===== src/stats_data_pkg.sv =====
package stats_data_pkg;

  // Which extreme a tracker follows
  // Max clears to zero, min clears to all ones
  typedef enum logic {
    KIND_MAX = 1'b0,
    KIND_MIN = 1'b1
  } extreme_kind_e;

  // Sample width
  localparam int DEF_WIDTH = 8;

  // Chunk width per tracker stage
  // Two stages with the default sample width
  localparam int DEF_BITS_PER_STAGE = 4;

  // Counter width
  // Sum is DEF_WIDTH + DEF_COUNT_WIDTH bits wide
  localparam int DEF_COUNT_WIDTH = 16;

endpackage


===== src/stats_reg_pkg.sv =====
package stats_reg_pkg;

  // Register map of the statistics unit
  // Address 3'd7 is left unmapped and reads as zero
  typedef enum logic [2:0] {
    // Enable, read/write
    REG_CTRL   = 3'd0,
    // Clear command, write only
    REG_CMD    = 3'd1,
    // Accepted sample count
    REG_COUNT  = 3'd2,
    // Low word of the sample sum
    REG_SUM    = 3'd3,
    // Running maximum
    REG_MAX    = 3'd4,
    // Running minimum
    REG_MIN    = 3'd5,
    // Pipeline busy flag
    REG_STATUS = 3'd6
  } reg_addr_e;

  // Enable bit in REG_CTRL
  localparam int CTRL_EN_BIT = 0;

  // Clear bit in REG_CMD
  localparam int CMD_CLR_BIT = 0;

  // Busy bit in REG_STATUS
  localparam int STATUS_BUSY_BIT = 0;

endpackage


===== src/stats_extreme.sv =====
`timescale 1ns/10ps

module stats_extreme #(
  parameter int WIDTH = 8,
  parameter int BITS_PER_STAGE = 4,
  parameter stats_data_pkg::extreme_kind_e KIND = stats_data_pkg::KIND_MAX
) (
  input  logic             clk,
  input  logic             rst_n,
  input  logic             clr,
  input  logic             en,
  input  logic [WIDTH-1:0] val,
  output logic [WIDTH-1:0] extreme,
  output logic             busy
);

  localparam int STAGES = WIDTH / BITS_PER_STAGE;
  localparam int CHUNK = BITS_PER_STAGE;
  localparam bit IS_MAX = (KIND == stats_data_pkg::KIND_MAX);
  // Empty result, the worst possible value for this kind
  localparam logic [WIDTH-1:0] CLR_VAL = IS_MAX ? {WIDTH{1'b0}} : {WIDTH{1'b1}};

  if (STAGES == 1) begin : g_direct
    // Whole-word compare, result moves at the accepting edge
    always_ff @(posedge clk) begin
      if (!rst_n || clr) begin
        extreme <= CLR_VAL;
      end else if (en) begin
        if (IS_MAX ? (val > extreme) : (val < extreme)) begin
          extreme <= val;
        end
      end
    end

    // Nothing is ever in flight
    assign busy = 1'b0;

  end else begin : g_pipe
    // Per-item decision, carried from the MS chunk downwards
    typedef enum logic [1:0] {CMP_EQ, CMP_CAND, CMP_HELD} cmp_state_e;

    localparam logic [CHUNK-1:0] CLR_CHUNK = CLR_VAL[CHUNK-1:0];

    // Input register
    logic             in_valid;
    logic [WIDTH-1:0] in_val;

    // Stage output registers, one item per stage
    logic [STAGES-1:0] st_valid;
    cmp_state_e        st_state [STAGES];
    logic [WIDTH-1:0]  st_cand  [STAGES];
    logic [WIDTH-1:0]  st_res   [STAGES];

    // Chunk k of the running result, owned by stage k
    logic [CHUNK-1:0] chunk_q [STAGES];

    // Stage inputs and next values
    logic [STAGES-1:0] src_valid;
    cmp_state_e        src_state [STAGES];
    logic [WIDTH-1:0]  src_cand  [STAGES];
    logic [WIDTH-1:0]  src_res   [STAGES];
    cmp_state_e        nxt_state [STAGES];
    logic [CHUNK-1:0]  win_chunk [STAGES];
    logic [WIDTH-1:0]  nxt_res   [STAGES];

    for (genvar k = 0; k < STAGES; k++) begin : g_stage
      // Stage 0 handles the top chunk
      localparam int LSB = WIDTH - (k + 1) * CHUNK;

      logic [CHUNK-1:0] cand_chunk;
      logic             cand_wins;
      logic             held_wins;

      if (k == 0) begin : g_head
        // Fresh item, nothing decided yet
        assign src_valid[k] = in_valid;
        assign src_state[k] = CMP_EQ;
        assign src_cand[k]  = in_val;
        assign src_res[k]   = '0;
      end else begin : g_body
        assign src_valid[k] = st_valid[k-1];
        assign src_state[k] = st_state[k-1];
        assign src_cand[k]  = st_cand[k-1];
        assign src_res[k]   = st_res[k-1];
      end

      assign cand_chunk = src_cand[k][LSB +: CHUNK];
      assign cand_wins  = IS_MAX ? (cand_chunk > chunk_q[k]) : (cand_chunk < chunk_q[k]);
      assign held_wins  = IS_MAX ? (cand_chunk < chunk_q[k]) : (cand_chunk > chunk_q[k]);

      // Only a tie so far lets this chunk decide
      assign nxt_state[k] = (src_state[k] != CMP_EQ) ? src_state[k] :
                            cand_wins ? CMP_CAND :
                            held_wins ? CMP_HELD : CMP_EQ;

      // On a tie both chunks match, so the held one serves
      assign win_chunk[k] = (nxt_state[k] == CMP_CAND) ? cand_chunk : chunk_q[k];
      assign nxt_res[k]   = src_res[k] | (WIDTH'(win_chunk[k]) << LSB);
    end

    // Valid bits, chunk registers and output
    always_ff @(posedge clk) begin
      if (!rst_n || clr) begin
        in_valid <= 1'b0;
        st_valid <= '0;
        for (int k = 0; k < STAGES; k++) begin
          chunk_q[k] <= CLR_CHUNK;
        end
        extreme <= CLR_VAL;
      end else begin
        in_valid <= en;
        for (int k = 0; k < STAGES; k++) begin
          st_valid[k] <= src_valid[k];
          // Write back so the next item compares against this one
          if (src_valid[k]) begin
            chunk_q[k] <= win_chunk[k];
          end
        end
        // Last stage holds the complete result
        if (st_valid[STAGES-1]) begin
          extreme <= st_res[STAGES-1];
        end
      end
    end

    // Item payload, qualified by the valid bits
    always_ff @(posedge clk) begin
      in_val <= val;
      for (int k = 0; k < STAGES; k++) begin
        st_state[k] <= nxt_state[k];
        st_cand[k]  <= src_cand[k];
        st_res[k]   <= nxt_res[k];
      end
    end

    assign busy = in_valid | (|st_valid);
  end

  // Chunks must tile the sample exactly
  a_chunk_tiles: assert property (@(posedge clk) (WIDTH % BITS_PER_STAGE) == 0)
    else $error("BITS_PER_STAGE does not divide WIDTH");

  // Result only moves towards the extreme between clears
  a_monotonic: assert property (@(posedge clk) disable iff (!rst_n)
    $past(rst_n) && !$past(clr) |->
      (IS_MAX ? (extreme >= $past(extreme)) : (extreme <= $past(extreme))))
    else $error("Extreme moved the wrong way");

endmodule


===== src/stats_accum.sv =====
`timescale 1ns/10ps

module stats_accum #(
  parameter int WIDTH = 8,
  parameter int COUNT_WIDTH = 16
) (
  input  logic                         clk,
  input  logic                         rst_n,
  input  logic                         clr,
  input  logic                         en,
  input  logic [WIDTH-1:0]             val,
  output logic [COUNT_WIDTH-1:0]       count,
  output logic [WIDTH+COUNT_WIDTH-1:0] sum
);

  // Wide enough for a full count of maximum samples
  localparam int SUM_WIDTH = WIDTH + COUNT_WIDTH;

  logic count_full;

  // Count stuck at all ones
  assign count_full = &count;

  // Count and sum move together
  // Once the count is full the sum is frozen too, so it cannot wrap
  always_ff @(posedge clk) begin
    if (!rst_n || clr) begin
      count <= '0;
      sum   <= '0;
    end else if (en && !count_full) begin
      count <= count + 1'b1;
      sum   <= sum + SUM_WIDTH'(val);
    end
  end

  // Count only goes down through clear or reset
  a_count_monotonic: assert property (@(posedge clk) disable iff (!rst_n)
    $past(rst_n) && !$past(clr) |-> (count >= $past(count)))
    else $error("Sample count dropped without clear");

endmodule


===== src/stats_regs.sv =====
`timescale 1ns/10ps

module stats_regs #(
  parameter int WIDTH = 8,
  parameter int COUNT_WIDTH = 16
) (
  input  logic                         clk,
  input  logic                         rst_n,
  input  logic                         reg_wr,
  input  logic                         reg_rd,
  input  stats_reg_pkg::reg_addr_e     reg_addr,
  input  logic [31:0]                  reg_wdata,
  output logic [31:0]                  reg_rdata,
  input  logic                         sample_valid,
  output logic                         sample_en,
  output logic                         clr,
  input  logic [WIDTH-1:0]             max_val,
  input  logic [WIDTH-1:0]             min_val,
  input  logic [COUNT_WIDTH-1:0]       count,
  input  logic [WIDTH+COUNT_WIDTH-1:0] sum,
  input  logic                         busy
);

  logic        en_q;
  logic        wr_ctrl;
  logic        wr_cmd;
  logic [31:0] ctrl_word;
  logic [31:0] status_word;
  logic [31:0] rd_word;

  // Write decode
  assign wr_ctrl = reg_wr && (reg_addr == stats_reg_pkg::REG_CTRL);
  assign wr_cmd  = reg_wr && (reg_addr == stats_reg_pkg::REG_CMD);

  // New enable value applies to samples from the next cycle
  always_ff @(posedge clk) begin
    if (!rst_n) begin
      en_q <= 1'b0;
    end else if (wr_ctrl) begin
      en_q <= reg_wdata[stats_reg_pkg::CTRL_EN_BIT];
    end
  end

  // Clear strobe lasts exactly the write cycle
  // Datapath clears at the same edge as the write
  assign clr = wr_cmd && reg_wdata[stats_reg_pkg::CMD_CLR_BIT];

  // Samples pass only while enabled
  assign sample_en = sample_valid && en_q;

  // Single-bit registers placed at their field positions
  assign ctrl_word   = 32'(en_q) << stats_reg_pkg::CTRL_EN_BIT;
  assign status_word = 32'(busy) << stats_reg_pkg::STATUS_BUSY_BIT;

  // Read mux zero-extends narrower values
  always_comb begin
    case (reg_addr)
      stats_reg_pkg::REG_CTRL:   rd_word = ctrl_word;
      stats_reg_pkg::REG_COUNT:  rd_word = 32'(count);
      // Low word only
      stats_reg_pkg::REG_SUM:    rd_word = 32'(sum);
      stats_reg_pkg::REG_MAX:    rd_word = 32'(max_val);
      stats_reg_pkg::REG_MIN:    rd_word = 32'(min_val);
      stats_reg_pkg::REG_STATUS: rd_word = status_word;
      // Command register and unmapped space read as zero
      default:                   rd_word = '0;
    endcase
  end

  // Read data is registered and valid the cycle after reg_rd
  // Holds its last value between reads
  always_ff @(posedge clk) begin
    if (!rst_n) begin
      reg_rdata <= '0;
    end else if (reg_rd) begin
      reg_rdata <= rd_word;
    end
  end

  // Bus carries one access per cycle
  a_no_wr_rd: assert property (@(posedge clk) disable iff (!rst_n)
    !(reg_wr && reg_rd))
    else $error("Register write and read in the same cycle");

endmodule


===== src/stats_top.sv =====
`timescale 1ns/10ps

module stats_top #(
  parameter int WIDTH = stats_data_pkg::DEF_WIDTH,
  parameter int BITS_PER_STAGE = stats_data_pkg::DEF_BITS_PER_STAGE,
  parameter int COUNT_WIDTH = stats_data_pkg::DEF_COUNT_WIDTH
) (
  input  logic                     clk,
  input  logic                     rst_n,
  input  logic                     sample_valid,
  input  logic [WIDTH-1:0]         sample,
  input  logic                     reg_wr,
  input  logic                     reg_rd,
  input  stats_reg_pkg::reg_addr_e reg_addr,
  input  logic [31:0]              reg_wdata,
  output logic [31:0]              reg_rdata
);

  // Datapath control from the register block
  logic sample_en;
  logic clr;

  // Statistics back to the register block
  logic [WIDTH-1:0]             max_val;
  logic [WIDTH-1:0]             min_val;
  logic [COUNT_WIDTH-1:0]       count;
  logic [WIDTH+COUNT_WIDTH-1:0] sum;
  logic                         max_busy;
  logic                         min_busy;
  logic                         busy;

  // Busy while either tracker has items in flight
  assign busy = max_busy | min_busy;

  stats_regs #(
    .WIDTH       (WIDTH),
    .COUNT_WIDTH (COUNT_WIDTH)
  ) regs_i (
    .clk          (clk),
    .rst_n        (rst_n),
    .reg_wr       (reg_wr),
    .reg_rd       (reg_rd),
    .reg_addr     (reg_addr),
    .reg_wdata    (reg_wdata),
    .reg_rdata    (reg_rdata),
    .sample_valid (sample_valid),
    .sample_en    (sample_en),
    .clr          (clr),
    .max_val      (max_val),
    .min_val      (min_val),
    .count        (count),
    .sum          (sum),
    .busy         (busy)
  );

  // Running maximum
  stats_extreme #(
    .WIDTH          (WIDTH),
    .BITS_PER_STAGE (BITS_PER_STAGE),
    .KIND           (stats_data_pkg::KIND_MAX)
  ) max_i (
    .clk     (clk),
    .rst_n   (rst_n),
    .clr     (clr),
    .en      (sample_en),
    .val     (sample),
    .extreme (max_val),
    .busy    (max_busy)
  );

  // Running minimum
  stats_extreme #(
    .WIDTH          (WIDTH),
    .BITS_PER_STAGE (BITS_PER_STAGE),
    .KIND           (stats_data_pkg::KIND_MIN)
  ) min_i (
    .clk     (clk),
    .rst_n   (rst_n),
    .clr     (clr),
    .en      (sample_en),
    .val     (sample),
    .extreme (min_val),
    .busy    (min_busy)
  );

  stats_accum #(
    .WIDTH       (WIDTH),
    .COUNT_WIDTH (COUNT_WIDTH)
  ) accum_i (
    .clk   (clk),
    .rst_n (rst_n),
    .clr   (clr),
    .en    (sample_en),
    .val   (sample),
    .count (count),
    .sum   (sum)
  );

endmodule


===== config.mk =====
export PLATFORM = sky130hd
export DESIGN_NAME = stats_top
export DESIGN_NICKNAME = d
export VERILOG_FILES = /design/src/stats_data_pkg.sv /design/src/stats_reg_pkg.sv /design/src/stats_extreme.sv /design/src/stats_accum.sv /design/src/stats_regs.sv /design/src/stats_top.sv
export SDC_FILE = /design/constraint.sdc
export NUM_CORES = 1
export LEC_CHECK = 0
export ABC_CLOCK_PERIOD_IN_PS = 6360
export CAP_MARGIN = 10
export CORE_UTILIZATION = 40
export CTS_CLUSTER_DIAMETER = 40
export DETAILED_ROUTE_END_ITERATION = 16
export DONT_BUFFER_PORTS = 1
export REMOVE_ABC_BUFFERS = 1
export SETUP_SLACK_MARGIN = 0.4
export SLEW_MARGIN = 15
export SYNTH_ARGS = -nofsm -noshare
export SYNTH_HDL_FRONTEND = slang
export SYNTH_HIERARCHICAL = 1
export SYNTH_SLANG_ARGS = --single-unit

===== constraint.sdc =====
create_clock -name clk -period 6.36 [get_ports clk]
set_clock_uncertainty 0.05 [all_clocks]
set_input_delay 0.954 -clock clk [delete_from_list [all_inputs] [get_ports clk]]
set_output_delay 0.954 -clock clk [all_outputs]
set_load 0.005 [all_outputs]

# Word-level counts from Yosys, hierarchy flattened
# Memories as Yosys holds them, arrays and structs flattened. A register that Yosys moved wholly into a read port is not among the register bits.
# Cells that the tools add are included.
# Widths: inputs -> output; s select.
op_classes:
  n_bitwise: 9
  addsub: 2
  magnitude_cmp: 8
  muxes: 30
  n_reduce_logical: 14
  eq_ne: 10
ops:
  columns: ["cell", "count"]
  rows:
  - ["$pmux 24 s6", 1]
  - ["$mux 4", 8]
  - ["$add 24x8->24", 1]
  - ["$mux 2", 10]
  - ["$add 16x1->16 const B", 1]
  - ["$gt 4x4->1", 4]
  - ["$lt 4x4->1", 4]
  - ["$or 8x4->8", 2]
  - ["$reduce_and 16->1", 1]
  - ["$mux 1", 11]
  - ["$eq 3x3->1 const B", 3]
  - ["$eq 2x1->1 const B", 4]
  - ["$or 1x1->1", 7]
  - ["$eq 3x2->1 const B", 2]
  - ["$logic_and 1x1->1", 5]
  - ["$reduce_bool 2->1", 2]
  - ["$reduce_or 2->1", 2]
  - ["$eq 3x1->1 const B", 1]
  - ["$logic_not 3->1", 1]
  - ["$logic_not 1->1", 2]
  - ["$logic_or 1x1->1", 1]
word_totals:
  n_memories: 8
  reg_bits: 86
  elab_cells: 89
  out_inout_bits: 32
  input_bits: 48
  mem_bits_rw: 88
memory_table:
  columns: ["memory", "words", "width", "rd", "rd_ports_with_merged_regs", "write_ports", "line_no", "source"]
  rows:
  - ["max_i.g_pipe.st_cand", 2, 8, 1, 0, 2, "stats_extreme.sv:51", "logic [WIDTH-1:0] st_cand [STAGES];"]
  - ["max_i.g_pipe.st_res", 2, 8, 2, 1, 2, "stats_extreme.sv:52", "logic [WIDTH-1:0] st_res [STAGES];"]
  - ["min_i.g_pipe.st_cand", 2, 8, 1, 0, 2, "stats_extreme.sv:51", null]
  - ["min_i.g_pipe.st_res", 2, 8, 2, 1, 2, "stats_extreme.sv:52", null]
  - ["max_i.g_pipe.chunk_q", 2, 4, 2, 0, 2, "stats_extreme.sv:55", "logic [CHUNK-1:0] chunk_q [STAGES];"]
  - ["min_i.g_pipe.chunk_q", 2, 4, 2, 0, 2, "stats_extreme.sv:55", null]
  - ["+2 memories", null, null, null, null, null, null, null]

# Depth between registers and ports, before layout
# An unclocked memory read counts as a cell.
logic_depth:
  word_depth: 8
  ltp_mapped: 9
  depth_no_buf: 7

# Hierarchy
# Netlist, hierarchy kept.
modules_own_cells:
  columns: ["module", "area_each_um2", "cells_each", "n_inst", "seq_area_each_um2"]
  rows:
  - ["stats_accum", 2249.7, 256, 1, 800.8]
  - ["stats_extreme at max_i", 1627.8, 135, 1, 980.9]
  - ["stats_extreme at min_i", 1592.8, 129, 1, 980.9]
  - ["stats_regs", 1402.6, 150, 1, 500.5]
  - ["stats_top", 6.3, 1, 1, 0.0]

# Worst setup path after synthesis
# Ideal clock, no wire load.
synth_path:
  kind: "input to register"
  start: "input sample[0]"
  end: "register accum_i.sum[18]"
  setup_ns: 0.138
  required_time_ns: 6.172
  stages: 8
  n_path_buf: 1
  t_arrival_ns: 2.663
  path_slack_ns: 3.508
  path_cell_list: "ha_1 -> fa_1 -> a21o_1 -> a221oi_1 -> o21a_1 -> buf_2 -> or4_1 -> a21oi_1"
synth_between:
  elab_chain_len: 1
synth_rtl:
  columns: ["element", "line_no", "source"]
  rows:
  - ["from (decl)", "stats_top.sv:11", "input logic [WIDTH-1:0] sample,"]
  - ["$add 24x8->24", "stats_accum.sv:32", "sum <= sum + SUM_WIDTH'(val);"]
  - ["to (signal assigned)", "stats_accum.sv:32", null]
  - ["to (decl)", "stats_accum.sv:13", "output logic [WIDTH+COUNT_WIDTH-1:0] sum"]
# No other way between the ends.
# A chain may end at the register's enable or synchronous reset.

# Worst setup path in the final report
layout_path:
  start: "input sample[0]"
  end: "register accum_i.sum[12]"
# Same word-level chain as after synthesis.

==> impl_metrics.tcl <==
set metrics [dict create \
    status "complete, no violations" \
    cts_tree "yes" \
    port_buffers 0 \
    cts_sinks 155 \
    postCtsSetupRepairBufs 0 \
    die-area_um2 17730 \
    dr.pass1.iters 4 \
    ioPinCount 80 \
    yosys_warnings 6 \
    drc_errors 0 \
    cts_root_buffer "clkbuf_16" \
    crit_chain "ha_1, fa_1, a21o_1, a221oi_1, o21a_1, or4_2, a21oi_2" \
    synth_async_sr_flop_share_pct 0 \
    hpwl_um 10640 \
    clk_pin_slew_worst_paths_ps 60 \
    detail_route.vias_per_cell 5.360 \
    area_growth_pct 9.985 \
    grt_max_degree 33 \
    hold_violations 0 \
    synth_area_um2 6879 \
    grt_util_all_layers_pct 17.43 \
    drtIter0Drc 289 \
    antenna_left 0 \
    cpPeakStageDelay_ps 490 \
    drt-total-wl_um 14680 \
    clkLatencyLatePin_ps 430 \
    p_leak_uw 0.002774 \
    worstSetupEndpoint "accum_i/sum[12]$_SDFFE_PP0P_" \
    synth-main-ff-cell "dfxtp_1" \
    core_area_um2 16700 \
    critical_path_buf_inv_count 0 \
    wl_per_cell_um 16.34 \
    crit_family "compound AO/OA/AOI/OAI gates" \
    r2r-start "accum_i/sum[0]$_SDFFE_PP0P_" \
    tightestPinTransition_ps 710.9 \
    crit_slowest_cell "o21a_1" \
    worstPathArrival_ps 3000 \
    chipHeight_um 133.1 \
    cp_max_fo 13 \
    ctsResizeCount 0 \
    gp_congestion 0.8187 \
    initial_core_util_pct 41.19 \
    grt_pass1_wl_um 23780 \
    cp_num_cells 7 \
    fin_area_um2 7566 \
    timing.rr.end "accum_i/sum[12]$_SDFFE_PP0P_" \
    slew_headroom_pct 52.29 \
    ys_seq_area_share_pct 47.44 \
    peakVddDrop_mv 0.1768 \
    synth_edf_count 16 \
    drv_cap 0 \
    path_class "in -> reg" \
    timing.critical_path.to_type "flip-flop" \
    syn_inst 671 \
    crit_required_ps 6610 \
    drive_above_1_share_pct 13.00 \
    dr_total_vias 4813 \
    reg2reg_depth 7 \
    ys_seq_elements 155 \
    hold_class "reg -> reg" \
    grt_pass1_vias 4605 \
    finalCritPeriodShare_pct 43.24 \
    rsz0062_at_grt "no" \
    min_period_ps 2750 \
    syn_area_per_cell_um2 10.25 \
    final_nets 738 \
    antenna_found_initial 1 \
    power_density_nw_per_um2 289.3 \
    grt-ovfl-total 0 \
    clockBufferDepth 2 \
    cts_buffers 17 \
    r2r_slack_ps 3780 \
    report.final.slew_viol_count 0 \
    cp-start-kind "input port" \
    fp.dieW_um 133.1 \
    hold_buffers 0 \
    finalSetupViolations 0 \
    final_core_util_pct 45.30 \
    fin_tns_setup_ps 0 \
    critical_path.startpoint "sample[0]" \
    clock.fmax_mhz 363.6 \
    ys_types 83 \
    row_count 47 \
    htree_levels 4 \
    dpl_cell_area_um2 6929 \
]
## registers in the layout, indices dropped and copies added (netlist names)
register and cells:
min_i/g_pipe.in_valid 1, min_i/g_pipe.st_res 12, accum_i/sum 24, min_i/g_pipe.in_val 8, min_i/g_pipe.chunk_q 8, min_i/g_pipe.st_state 2
regs_i/reg_rdata 24, regs_i/en_q 1, max_i/g_pipe.in_valid 1, accum_i/count 16, max_i/g_pipe.st_res 12, min_i/extreme 8
max_i/g_pipe.st_cand 4, max_i/g_pipe.in_val 8, max_i/g_pipe.st_valid 2, max_i/g_pipe.st_state 2, max_i/extreme 8, min_i/g_pipe.st_cand 4
min_i/g_pipe.st_valid 2, max_i/g_pipe.chunk_q 8
## stage by stage
| stage | total power, uW | hold WS (ps) | std cells | worst slack, ps |
|---|---|---|---|---|
| 2_1_floorplan | 1125 | 259.6 | 643 | 3458 |
| 3_3_place_gp | 1149 | 261.3 | 865 | 3230 |
| 3_5_place_dp | 1152 | 263.5 | 865 | 3160 |
| 4_1_cts | 2208 | 277.3 | 897 | 3590 |
| 5_1_grt | 2268 | 279.4 | 897 | 3451 |
| 6_report | 2189 | 276.9 | 898 | 3610 |
## kinds of logic after synthesis
group / count (synthesis) / synth area share, %
flops: 155 / 47.44
xor+xnor: 18 / 2.292
mux: 45 / 6.766
buf+inv: 71 / 5.838
compound gates: 144 / 15.44
simple gates: 211 / 17.33
other cells: 1 / 0.05451
fa+ha+maj: 26 / 4.838
## worst min path at each step
stage	from	end	slack, ps	cells past startpoint
6_report	min_i/g_pipe.in_val[2]$_DFF_P_	min_i/g_pipe.st_cand[0][2]$_DFF_P_	280	0
5_1_grt	max_i/g_pipe.in_val[3]$_DFF_P_	max_i/g_pipe.st_cand[0][3]$_DFF_P_	280	0
3_3_place_gp	max_i/g_pipe.in_val[0]$_DFF_P_	max_i/g_pipe.st_cand[0][0]$_DFF_P_	260	0
4_1_cts	min_i/g_pipe.in_val[1]$_DFF_P_	min_i/g_pipe.st_cand[0][1]$_DFF_P_	280	0
2_1_floorplan	max_i/g_pipe.in_val[0]$_DFF_P_	max_i/g_pipe.st_cand[0][0]$_DFF_P_	260	0
3_5_place_dp	max_i/g_pipe.in_val[3]$_DFF_P_	max_i/g_pipe.st_cand[0][3]$_DFF_P_	260	0
## per-layer routing
metal	global-route usage [%]	vias to the layer above	share of wire, %
met2	27.14	69	46
met3	5.441	18	5.0
li1	-	2388	-
met1	22.64	2338	48
met5	0	-	0
met4	6.503	0	1.5
## power by group
| part | switching, uW | total (uW) | internal (uW) |
|---|---|---|---|
| Clock | 405 | 1060 | 652 |
| Sequential | 17.8 | 1040 | 1020 |
| Combinational | 54.8 | 96.4 | 41.6 |
## synth_stat cells (all sizes together) (11+ instances only)
| master | number | area [um^2] |
|---|---|---|
| o31ai | 17 | 127.6 |
| a21oi | 47 | 265.3 |
| nand2 | 60 | 249.0 |
| a221oi | 14 | 152.7 |
| inv | 36 | 135.1 |
| buf | 28 | 240.2 |
| nand3 | 14 | 70.07 |
| o21ai | 18 | 90.09 |
| mux2 | 12 | 135.1 |
| and2 | 18 | 115.1 |
| nand4 | 13 | 93.84 |
| mux2i | 33 | 330.3 |
| nor2 | 30 | 112.6 |
| edfxtp | 16 | 480.5 |
| dfxtp | 139 | 2783 |
| nor2b | 23 | 158.9 |
| or4 | 11 | 91.34 |
| ha | 25 | 312.8 |
| xnor2 | 13 | 113.9 |
## layout make-up
type / count / area (um^2)
clock buffers: 23 / 510.5
repair buffers: 2 / 15.01
fillers: 1599 / 9135
diodes: 1 / 2.502
well taps: 220 / 275.3
multi-input cells: 452 / 3244
flip-flops and latches: 155 / 3263
inverters: 36 / 135.1
clock inverters: 9 / 120.1
## cell usage in the layout (no fill, tap or decap), types with 3 or more instances in the layout
cell,n
a21o_2,3
nor4_1,3
nand2b_1,6
a21oi_1,38
or4_2,7
o21bai_1,3
nand3_1,14
mux2_2,12
nor3_1,6
o21ai_0,16
or4_1,4
and2_1,17
xor2_1,5
edfxtp_1,16
a21o_1,4
dfxtp_1,139
or3_1,6
nor2_1,30
o22ai_1,8
a211o_1,4
nand2_1,58
inv_1,35
conb_1,8
ha_1,25
o31ai_1,17
a21oi_2,9
a31oi_1,5
xnor2_1,13
inv_6,4
a221oi_1,11
nor2b_1,21
clkbuf_16,19
nand4_1,11
mux2i_1,33
Note: power is estimated with default switching activity, not from simulation.
